===== src/include/sha512_params.svh =====
`ifndef SHA512_PARAMS_SVH
`define SHA512_PARAMS_SVH

`define SHA512_DATA_W       32
`define SHA512_ADDR_W       8
`define SHA512_CORE_NAME    32'h73686135

`define SHA512_ADDR_NAME     8'h00
`define SHA512_ADDR_CTRL     8'h01
`define SHA512_ADDR_STATUS   8'h02
`define SHA512_ADDR_INTR_STS 8'h03
`define SHA512_ADDR_INTR_EN  8'h04
`define SHA512_ADDR_BLOCK    8'h20
`define SHA512_ADDR_DIGEST   8'h40
`endif


===== src/rtl/sha512_core_pkg.sv =====
package sha512_core_pkg;

  // Encoding follows the CTRL.MODE field
  typedef enum logic [1:0] {
    mode_224 = 2'd0,
    mode_256 = 2'd1,
    mode_384 = 2'd2,
    mode_512 = 2'd3
  } sha512_mode_e;

  // One-cycle command to the core
  typedef enum logic [1:0] {
    cmd_none = 2'd0,
    cmd_init = 2'd1,
    cmd_next = 2'd2
  } sha512_cmd_e;

  typedef enum logic [1:0] {st_idle, st_load, st_rounds, st_finalize} sha512_state_e;

  typedef struct packed {
    logic ready;
    logic digest_valid;
  } sha512_status_t;

endpackage


===== src/rtl/sha512_reg_pkg.sv =====
package sha512_reg_pkg;

  `include "sha512_params.svh"

  // Wishbone classic request from the master
  typedef struct packed {
    logic                      cyc;
    logic                      stb;
    logic                      we;
    logic [`SHA512_ADDR_W-1:0] adr;
    logic [`SHA512_DATA_W-1:0] dat;
  } wb_req_t;

  // Slave response, one-cycle ack or err
  typedef struct packed {
    logic [`SHA512_DATA_W-1:0] dat;
    logic                      ack;
    logic                      err;
  } wb_rsp_t;

  // Decoded CTRL fields as seen by the core
  typedef struct packed {
    logic                         zeroize;
    sha512_core_pkg::sha512_mode_e mode;
    sha512_core_pkg::sha512_cmd_e  cmd;
  } sha512_ctrl_t;

  // Single registers plus the base of each window
  typedef enum logic [`SHA512_ADDR_W-1:0] {
    addr_name     = `SHA512_ADDR_NAME,
    addr_ctrl     = `SHA512_ADDR_CTRL,
    addr_status   = `SHA512_ADDR_STATUS,
    addr_intr_sts = `SHA512_ADDR_INTR_STS,
    addr_intr_en  = `SHA512_ADDR_INTR_EN,
    addr_block    = `SHA512_ADDR_BLOCK,
    addr_digest   = `SHA512_ADDR_DIGEST
  } sha512_addr_e;

endpackage


===== src/rtl/sha512_regs.sv =====
`timescale 1ns/1ns

module sha512_regs (
  input  logic                            clk,
  input  logic                            reset_n,
  input  sha512_reg_pkg::wb_req_t          wb_req,
  output sha512_reg_pkg::wb_rsp_t          wb_rsp,
  output sha512_reg_pkg::sha512_ctrl_t     ctrl,
  output logic [1023:0]                   block,
  input  sha512_core_pkg::sha512_status_t  status,
  input  logic [511:0]                    digest,
  output logic                            notif_intr
);
  import sha512_reg_pkg::*;
  import sha512_core_pkg::*;
  `include "sha512_params.svh"

  localparam logic [`SHA512_ADDR_W-1:0] blk_base = addr_block;
  localparam logic [`SHA512_ADDR_W-1:0] dig_base = addr_digest;

  wb_rsp_t                   rsp_q;
  sha512_ctrl_t              ctrl_q;
  logic [0:31][31:0]         blk_q;
  logic [0:15][31:0]         digest_q;
  logic [0:15][31:0]         dig_w;
  logic                      valid_q;
  logic                      intr_sts_q;
  logic                      intr_en_q;
  logic                      acc;
  logic                      wr_en;
  logic                      mapped;
  logic                      ro;
  logic                      dec_ok;
  logic                      rise;
  logic [4:0]                n_words;
  logic [`SHA512_DATA_W-1:0] rd_word;

  // --------------------
  // Address decode
  always_comb begin
    rd_word = '0;
    mapped  = 1'b1;
    ro      = 1'b0;
    case (wb_req.adr)
      addr_name: begin
        rd_word = `SHA512_CORE_NAME;
        ro      = 1'b1;
      end
      addr_ctrl:     rd_word = {27'b0, ctrl_q.zeroize, ctrl_q.mode, 2'b00};
      addr_status: begin
        rd_word = {30'b0, valid_q, status.ready};
        ro      = 1'b1;
      end
      addr_intr_sts: rd_word = {31'b0, intr_sts_q};
      addr_intr_en:  rd_word = {31'b0, intr_en_q};
      default: begin
        if (wb_req.adr[7:5] == blk_base[7:5]) begin
          rd_word = blk_q[wb_req.adr[4:0]];
        end else if (wb_req.adr[7:4] == dig_base[7:4]) begin
          rd_word = digest_q[wb_req.adr[3:0]];
          ro      = 1'b1;
        end else begin
          mapped = 1'b0;
        end
      end
    endcase
    // Writes to read-only registers fail
    dec_ok = mapped & ~(wb_req.we & ro);
  end

  // New access only while no response is pending
  assign acc   = wb_req.cyc & wb_req.stb & ~rsp_q.ack & ~rsp_q.err;
  assign wr_en = acc & wb_req.we & dec_ok;
  assign rise  = status.digest_valid & ~valid_q;
  assign dig_w = digest;

  // Digest words kept per mode
  always_comb begin
    case (ctrl_q.mode)
      mode_224: n_words = 5'd7;
      mode_256: n_words = 5'd8;
      mode_384: n_words = 5'd12;
      default:  n_words = 5'd16;
    endcase
  end

  // --------------------
  always_ff @(posedge clk or negedge reset_n) begin
    if (!reset_n) begin
      rsp_q      <= '0;
      ctrl_q     <= '{zeroize: 1'b0, mode: mode_512, cmd: cmd_none};
      valid_q    <= 1'b0;
      intr_sts_q <= 1'b0;
      intr_en_q  <= 1'b0;
      digest_q   <= '0;
    end else begin
      // Response one clock after the request
      rsp_q.ack <= acc & dec_ok;
      rsp_q.err <= acc & ~dec_ok;
      rsp_q.dat <= (acc & dec_ok & ~wb_req.we) ? rd_word : '0;
      valid_q   <= status.digest_valid;
      // Command is a single-cycle pulse
      ctrl_q.cmd <= cmd_none;
      if (wr_en && wb_req.adr == addr_ctrl) begin
        ctrl_q.zeroize <= wb_req.dat[4];
        ctrl_q.mode    <= sha512_mode_e'(wb_req.dat[3:2]);
        // INIT wins when both are set
        if (wb_req.dat[0]) ctrl_q.cmd <= cmd_init;
        else if (wb_req.dat[1]) ctrl_q.cmd <= cmd_next;
      end
      if (wr_en && wb_req.adr == addr_intr_en) intr_en_q <= wb_req.dat[0];
      // Set beats write-one-to-clear
      if (rise) intr_sts_q <= 1'b1;
      else if (wr_en && wb_req.adr == addr_intr_sts && wb_req.dat[0]) intr_sts_q <= 1'b0;
      if (ctrl_q.zeroize) begin
        digest_q <= '0;
      end else if (rise) begin
        for (int i = 0; i < 16; i++) digest_q[i] <= (i < n_words) ? dig_w[i] : 32'h0;
      end
    end
  end

  // Block words, word 0 lands in the top bits
  always_ff @(posedge clk) begin
    if (ctrl_q.zeroize) blk_q <= '0;
    else if (wr_en && wb_req.adr[7:5] == blk_base[7:5]) blk_q[wb_req.adr[4:0]] <= wb_req.dat;
  end

  assign block      = blk_q;
  assign ctrl       = ctrl_q;
  assign wb_rsp     = rsp_q;
  assign notif_intr = intr_sts_q & intr_en_q;

endmodule


===== config.mk =====
export PLATFORM = sky130hd
export DESIGN_NAME = sha512_regs
export DESIGN_NICKNAME = d
export VERILOG_FILES = /design/src/rtl/sha512_core_pkg.sv /design/src/rtl/sha512_reg_pkg.sv /design/src/rtl/sha512_regs.sv
export VERILOG_INCLUDE_DIRS = /design/src /design/src/include
export SDC_FILE = /design/constraint.sdc
export NUM_CORES = 2
export LEC_CHECK = 0
export BUFFER_PORTS_ARGS = -buffer_cell sky130_fd_sc_hd__buf_2
export CORE_AREA = 2 2 640 642
export CTS_BUF_LIST = sky130_fd_sc_hd__clkbuf_4
export DETAILED_ROUTE_END_ITERATION = 8
export DIE_AREA = 0 0 642 644
export MAX_ROUTING_LAYER = met4
export PLACE_DENSITY = 0.3
export SLEW_MARGIN = 20
export SYNTH_ARGS = -nofsm -noshare
export SYNTH_HDL_FRONTEND = slang
export SYNTH_SLANG_ARGS = --single-unit
export TNS_END_PERCENT = 10

===== constraint.sdc =====
create_clock -name clk -period 5.25 [get_ports clk]
set_clock_uncertainty 0.2 [all_clocks]
set_input_delay 0.7875 -clock clk [delete_from_list [all_inputs] [get_ports clk]]
set_output_delay 0.7875 -clock clk [all_outputs]
set_load 0.03 [all_outputs]

==> After elaboration in Yosys (flattened, before gate mapping) <==
Index checks and enable logic that the tools add are counted.
{ "totals": {"ramBits": 0, "romBits": 0, "mem_count": 0, "word_cells": 159, "latch_bits": 0, "regBits": 1578} }
{ "classes": {"bitwise_logic": 20, "n_eq_ne": 8, "add_sub_neg": 0, "n_mul": 0, "n_lt_le_gt_ge": 19, "reduce_logical": 13, "shifts": 0, "mux": 42, "n_div": 0} }
{ "op_table": {"columns": ["op", "count"], "rows": [
  ["$bwmux W1024", 1],
  ["$mux W512", 2],
  ["$mux W32", 24],
  ["$bmux W32 S5", 1],
  ["$demux W32 S5", 1],
  ["$pmux W32 S5", 1],
  ["$bmux W32 S4", 1],
  ["$lt A4 B5 Y1 const A", 8],
  ["$lt A3 B5 Y1 const A", 4],
  ["$eq A8 B2 Y1 const B", 2],
  ["$pmux W5 S3", 1],
  ["$and A1 B1 Y1", 12],
  ["$lt A1 B5 Y1 const A", 2],
  ["$lt A2 B5 Y1 const A", 2],
  ["$eq A8 B1 Y1 const B", 1],
  ["$eq A8 B3 Y1 const B", 1],
  ["$logic_not A8 Y1", 1],
  ["$ge A6 B6 Y1 const B", 1],
  ["$logic_and A1 B1 Y1", 6],
  ["$lt A6 B1 Y1 const B", 1],
  ["$mux W1", 6],
  ["$mux W2", 3],
  ["$not A1 Y1", 6],
  ["$not A5 Y6", 1],
  ["12 further kinds", 13]
]} }

==> Logic depth before layout (Yosys ltp) <==
{ "logic_depth": {"ltp_word": 12, "ltp_mapped": 11, "depth_no_buf": 6} }

==> Worst setup path after synthesis <==
OpenSTA, ideal clock, no wires.
{ "synth_timing": {"path_type": "input port to flip-flop", "start": "input wb_req[32] in the netlist's numbering", "end": "register rsp_q (netlist bit wb_rsp[13])", "cell_stages": 7, "slack_ns": 2.188, "required_time_ns": 4.914, "arrival_time_ns": 2.726, "setup_ns": 0.136, "cell_sequence": "buf_2 -> buf_4 -> buf_1 -> mux4_2 -> mux4_2 -> nand2_1 -> a21oi_1"} }
{ "synth_between": {"elab_chain_len": 9, "word_cells_on_any_way": 27, "classes_between": "4 x eq/ne; 12 x mux; 7 x bitwise; 4 x reduce/logical"} }
{ "synth_rtl": {"columns": ["element", "line_no", "source"], "rows": [
  ["start, declared", "sha512_regs.sv:6", "input sha512_reg_pkg::wb_req_t wb_req,"],
  ["parallel branches: the longest is 8 deep, another holds $bmux W32 S4", null, null],
  ["$mux W32 *", "sha512_regs.sv:100", "rsp_q.dat <= (acc & dec_ok & ~wb_req.we) ? rd_word : '0;"],
  ["end, declared", "sha512_regs.sv:21", "wb_rsp_t rsp_q;"]
]} }
Every way passes the cells marked *. The select of a mux whose other input is x is not followed.
A chain may end at the register's enable or synchronous reset.

==> Worst setup path in the final report <==
{ "layout_timing": {"start": "register ctrl_q (netlist bit ctrl[4])", "end": "output ctrl[4] in the netlist's numbering"} }
{ "layout_lines": {"columns": ["element", "line_no", "source"], "rows": [
  ["start, declared", "sha512_regs.sv:22", "sha512_ctrl_t ctrl_q;"],
  ["start signal, assigned", "sha512_regs.sv:91", "ctrl_q <= '{zeroize: 1'b0, mode: mode_512, cmd: cmd_none};"],
  ["end, declared", "sha512_regs.sv:8", "output sha512_reg_pkg::sha512_ctrl_t ctrl,"]
]} }
No word-level cell between the ends.

==> results.toml <==
[finish]
drive_gt1_frac = 0.306
final_common_cell = "nand2_1"
area_delta_synth_final_pct = 47.9
finalNonFillerCells = 16000
layout.nets = 10700
final_util = 0.248
layout_common_cells = "nand2_1 (2,552), buf_2 (1,614), a21oi_1 (1,305), dlygate4sd3_1 (1,113), dfxtp_1 (1,024)"

[grt]
met1_usage = 0.316
met3_usage = 0.0469
grt-ovfl-total = 0
globalRouteMet2Util = 0.397
grt_start_max_net_pins = 182
grt-busiest-layer = "met2"
antenna_found_initial = 88
track_usage = 0.251
grt_pass1_vias = 70500
grt_pass1_wl_mm = 687

[die]
start_util = 0.168
core_area_um2 = 408000
boundaryPins = 1623
rows = 235
dieWidth_um = 642
die_h_um = 644
die-area_um2 = 413000

[sta]
rsz0062_at_grt = "false"
hold_viol_final = 0
slew_viol_final = 0
post-route-period-util = 0.849
max_freq_ghz = 0.224
worst_pin_slew_ps = 1210
setup_tns_ps = 0
period_needed_ps = 4460
hold_slack_ps = 111
setup_viol = 0
slew_headroom = 0.194

[route]
viasPerCell = 4.51
vias = 72100
firstDrtPassIters = 6
drt_iter0_markers = 6366
drc = 0
ant_nets = 0
wire_per_inst_um = 33.0
drt_wl_total_mm = 527

[clocking]
cts_tree = "yes"
clock_latency_ps = 1600
clock-sinks = 1578
clk_path_buf_depth = 4
cts_buffers = 529
cts_root_buf = "clkbuf_4"
ctsResizeCount = 0
hold_buffers = 1114
htreeDepth = 6
path_clk_slew_ps = 70
post_cts_buffers = 0

[synth]
synth-main-ff-cell = "dfxtp_1"
synthDistinctLibCells = 63
synth-seq-cells = 1578
async_reset_ff_frac = 0.351
ys_warn_count = 0
synth_edf_count = 0
synth_seq_area_share = 0.503
syn_area_per_cell_um2 = 9.34
synthCells = 7321
synth_area_um2 = 68300
syn-num-nets = 7885

[setup_path]
path_cells = "buf_4 -> buf_2"
slowest_stage = "dfrtp_4"
cp.depth = 2
cp_num_buf_inv = 2
start_kind = "flop"
r2r_cells = 8
crit_type = "flop to primary output"
critPathRequiredTime_ps = 4260
crit_fanout = 49
worstPathArrival_ps = 3470
end_kind = "primary output"
r2r-start = "wb_rsp[1]"
crit_family = "buffers and inverters"
cpPeakStageDelay_ps = 820
crit_start = "ctrl[4]"

[run_status]
outcome = "complete, no violations"

[flow_run]
max_cap_viol_count = 0

[place]
globalplace.congestion = 0.886
hpwl_mm = 397
placement.io_buffers = 1622
dp.cells = 14000

[min_path]
hold_depth = 4
worstHoldStart = "wb_req[21]"
min-delay-path-class = "input pin to flop"

[power]
irDropWorstVdd_mv = 0.167
power.leakage_nw = 43.1
p_total_mw = 29.6
powerDensity_nw_per_um2 = 292
[worst paths after layout]
kind,endpoint,slack [ps]
worst max-delay path,ctrl[4],790
worst min-delay path,block[277],110
worst max register to register,block[629],1270
worst min register to register,block[576],260
max in group asynchronous,digest_q[137],3610
min in group asynchronous,digest_q[207],410
[report_power, final]
part | total (mW) | switching, mW | leakage (nW) | internal (mW)
clock network | 13.5 | 6.58 | 3.78 | 6.90
logic | 3.44 | 2.06 | 23.7 | 1.38
registers | 12.6 | 0.270 | 15.6 | 12.4
[worst min-delay path, delay by kind of cell]
family | cells | cell delay [ps]
buffers and inverters | 2 | 810
AND/OR/NAND/NOR | 1 | 120
AO/OA/AOI/OAI | 1 | 60
[cell usage after synthesis (3+ instances only)]
cell          n  area (um2)
a22o_1      292        2560
dfxtp_1    1024       20500
dfrtp_1     552       13800
a22oi_1      23         173
and2_1       10        62.6
clkbuf_1    525        1970
mux2i_1     100        1000
a31oi_1       7        43.8
o2111ai_1     7        61.3
o21ai_0      29         145
mux2_2       26         293
nand3_4       4        70.1
o2bb2ai_1     4        35.0
nor4_1        5        31.3
buf_2       103         515
buf_6        15         169
a21oi_1    1307        6540
a2111oi_0     3        26.3
nand2b_1      6        37.5
or3_1         3        18.8
o22ai_1       5        31.3
nor2_1       82         308
nor3_1       16        80.1
o211ai_1      7        52.6
buf_4        17         128
inv_1         6        22.5
ha_1          5        62.6
o41ai_1      15         131
a221oi_1      6        52.6
and3_1       38         238
buf_1        36         135
nand2_4       4        45.0
a211oi_1      9        67.6
nand3_1      32         160
mux4_2      388        8740
nand2_1    2565        9630
nor2b_1      11        68.8
[flip-flops by register name, summed over array words and instances, names as in the netlist]
signal and cells:
ctrl 5, intr_en_q 1, block 1024, intr_sts_q 1, valid_q 1, digest_q 512, wb_rsp 34
[area by class of cell]
| class | count | area, um2 |
|---|---|---|
| multi-input combinational | 5039 | 31700 |
| sequential | 1578 | 34400 |
| timing repair buffer | 2989 | 21700 |
| clock buffer | 740 | 5560 |
| inverter | 7 | 28.8 |
| clock inverter | 122 | 841 |
| tap | 5451 | 6820 |
| antenna | 52 | 130 |
| fill | 44600 | 306000 |
[cell families after synthesis]
kind of cell               count (synthesis)  synth area share
muxes                                    514             0.147
buffers and inverters                    704            0.0432
DFF                                     1578             0.503
adders and majority gates                  5          0.000915
and+or+nand+nor                         2797             0.160
AOI/OAI and AO/OA                       1723             0.146
[through the flow]
stage	setup slack [ps]	area (um2)
6_report	794	101000
5_1_grt	611	101000
4_1_cts	589	101000
3_5_place_dp	571	83400
3_3_place_gp	150	83400
2_1_floorplan	2190	68300
[per-layer routing]
| layer | up-vias | share of wire |
|---|---|---|
| met2 | 3267 | 0.47 |
| met3 | 753 | 0.064 |
| met4 | 0 | 0.046 |
| li1 | 31300 | - |
| met1 | 36800 | 0.42 |
| met5 | - | 0 |
Power figures use the tool's default switching activity.
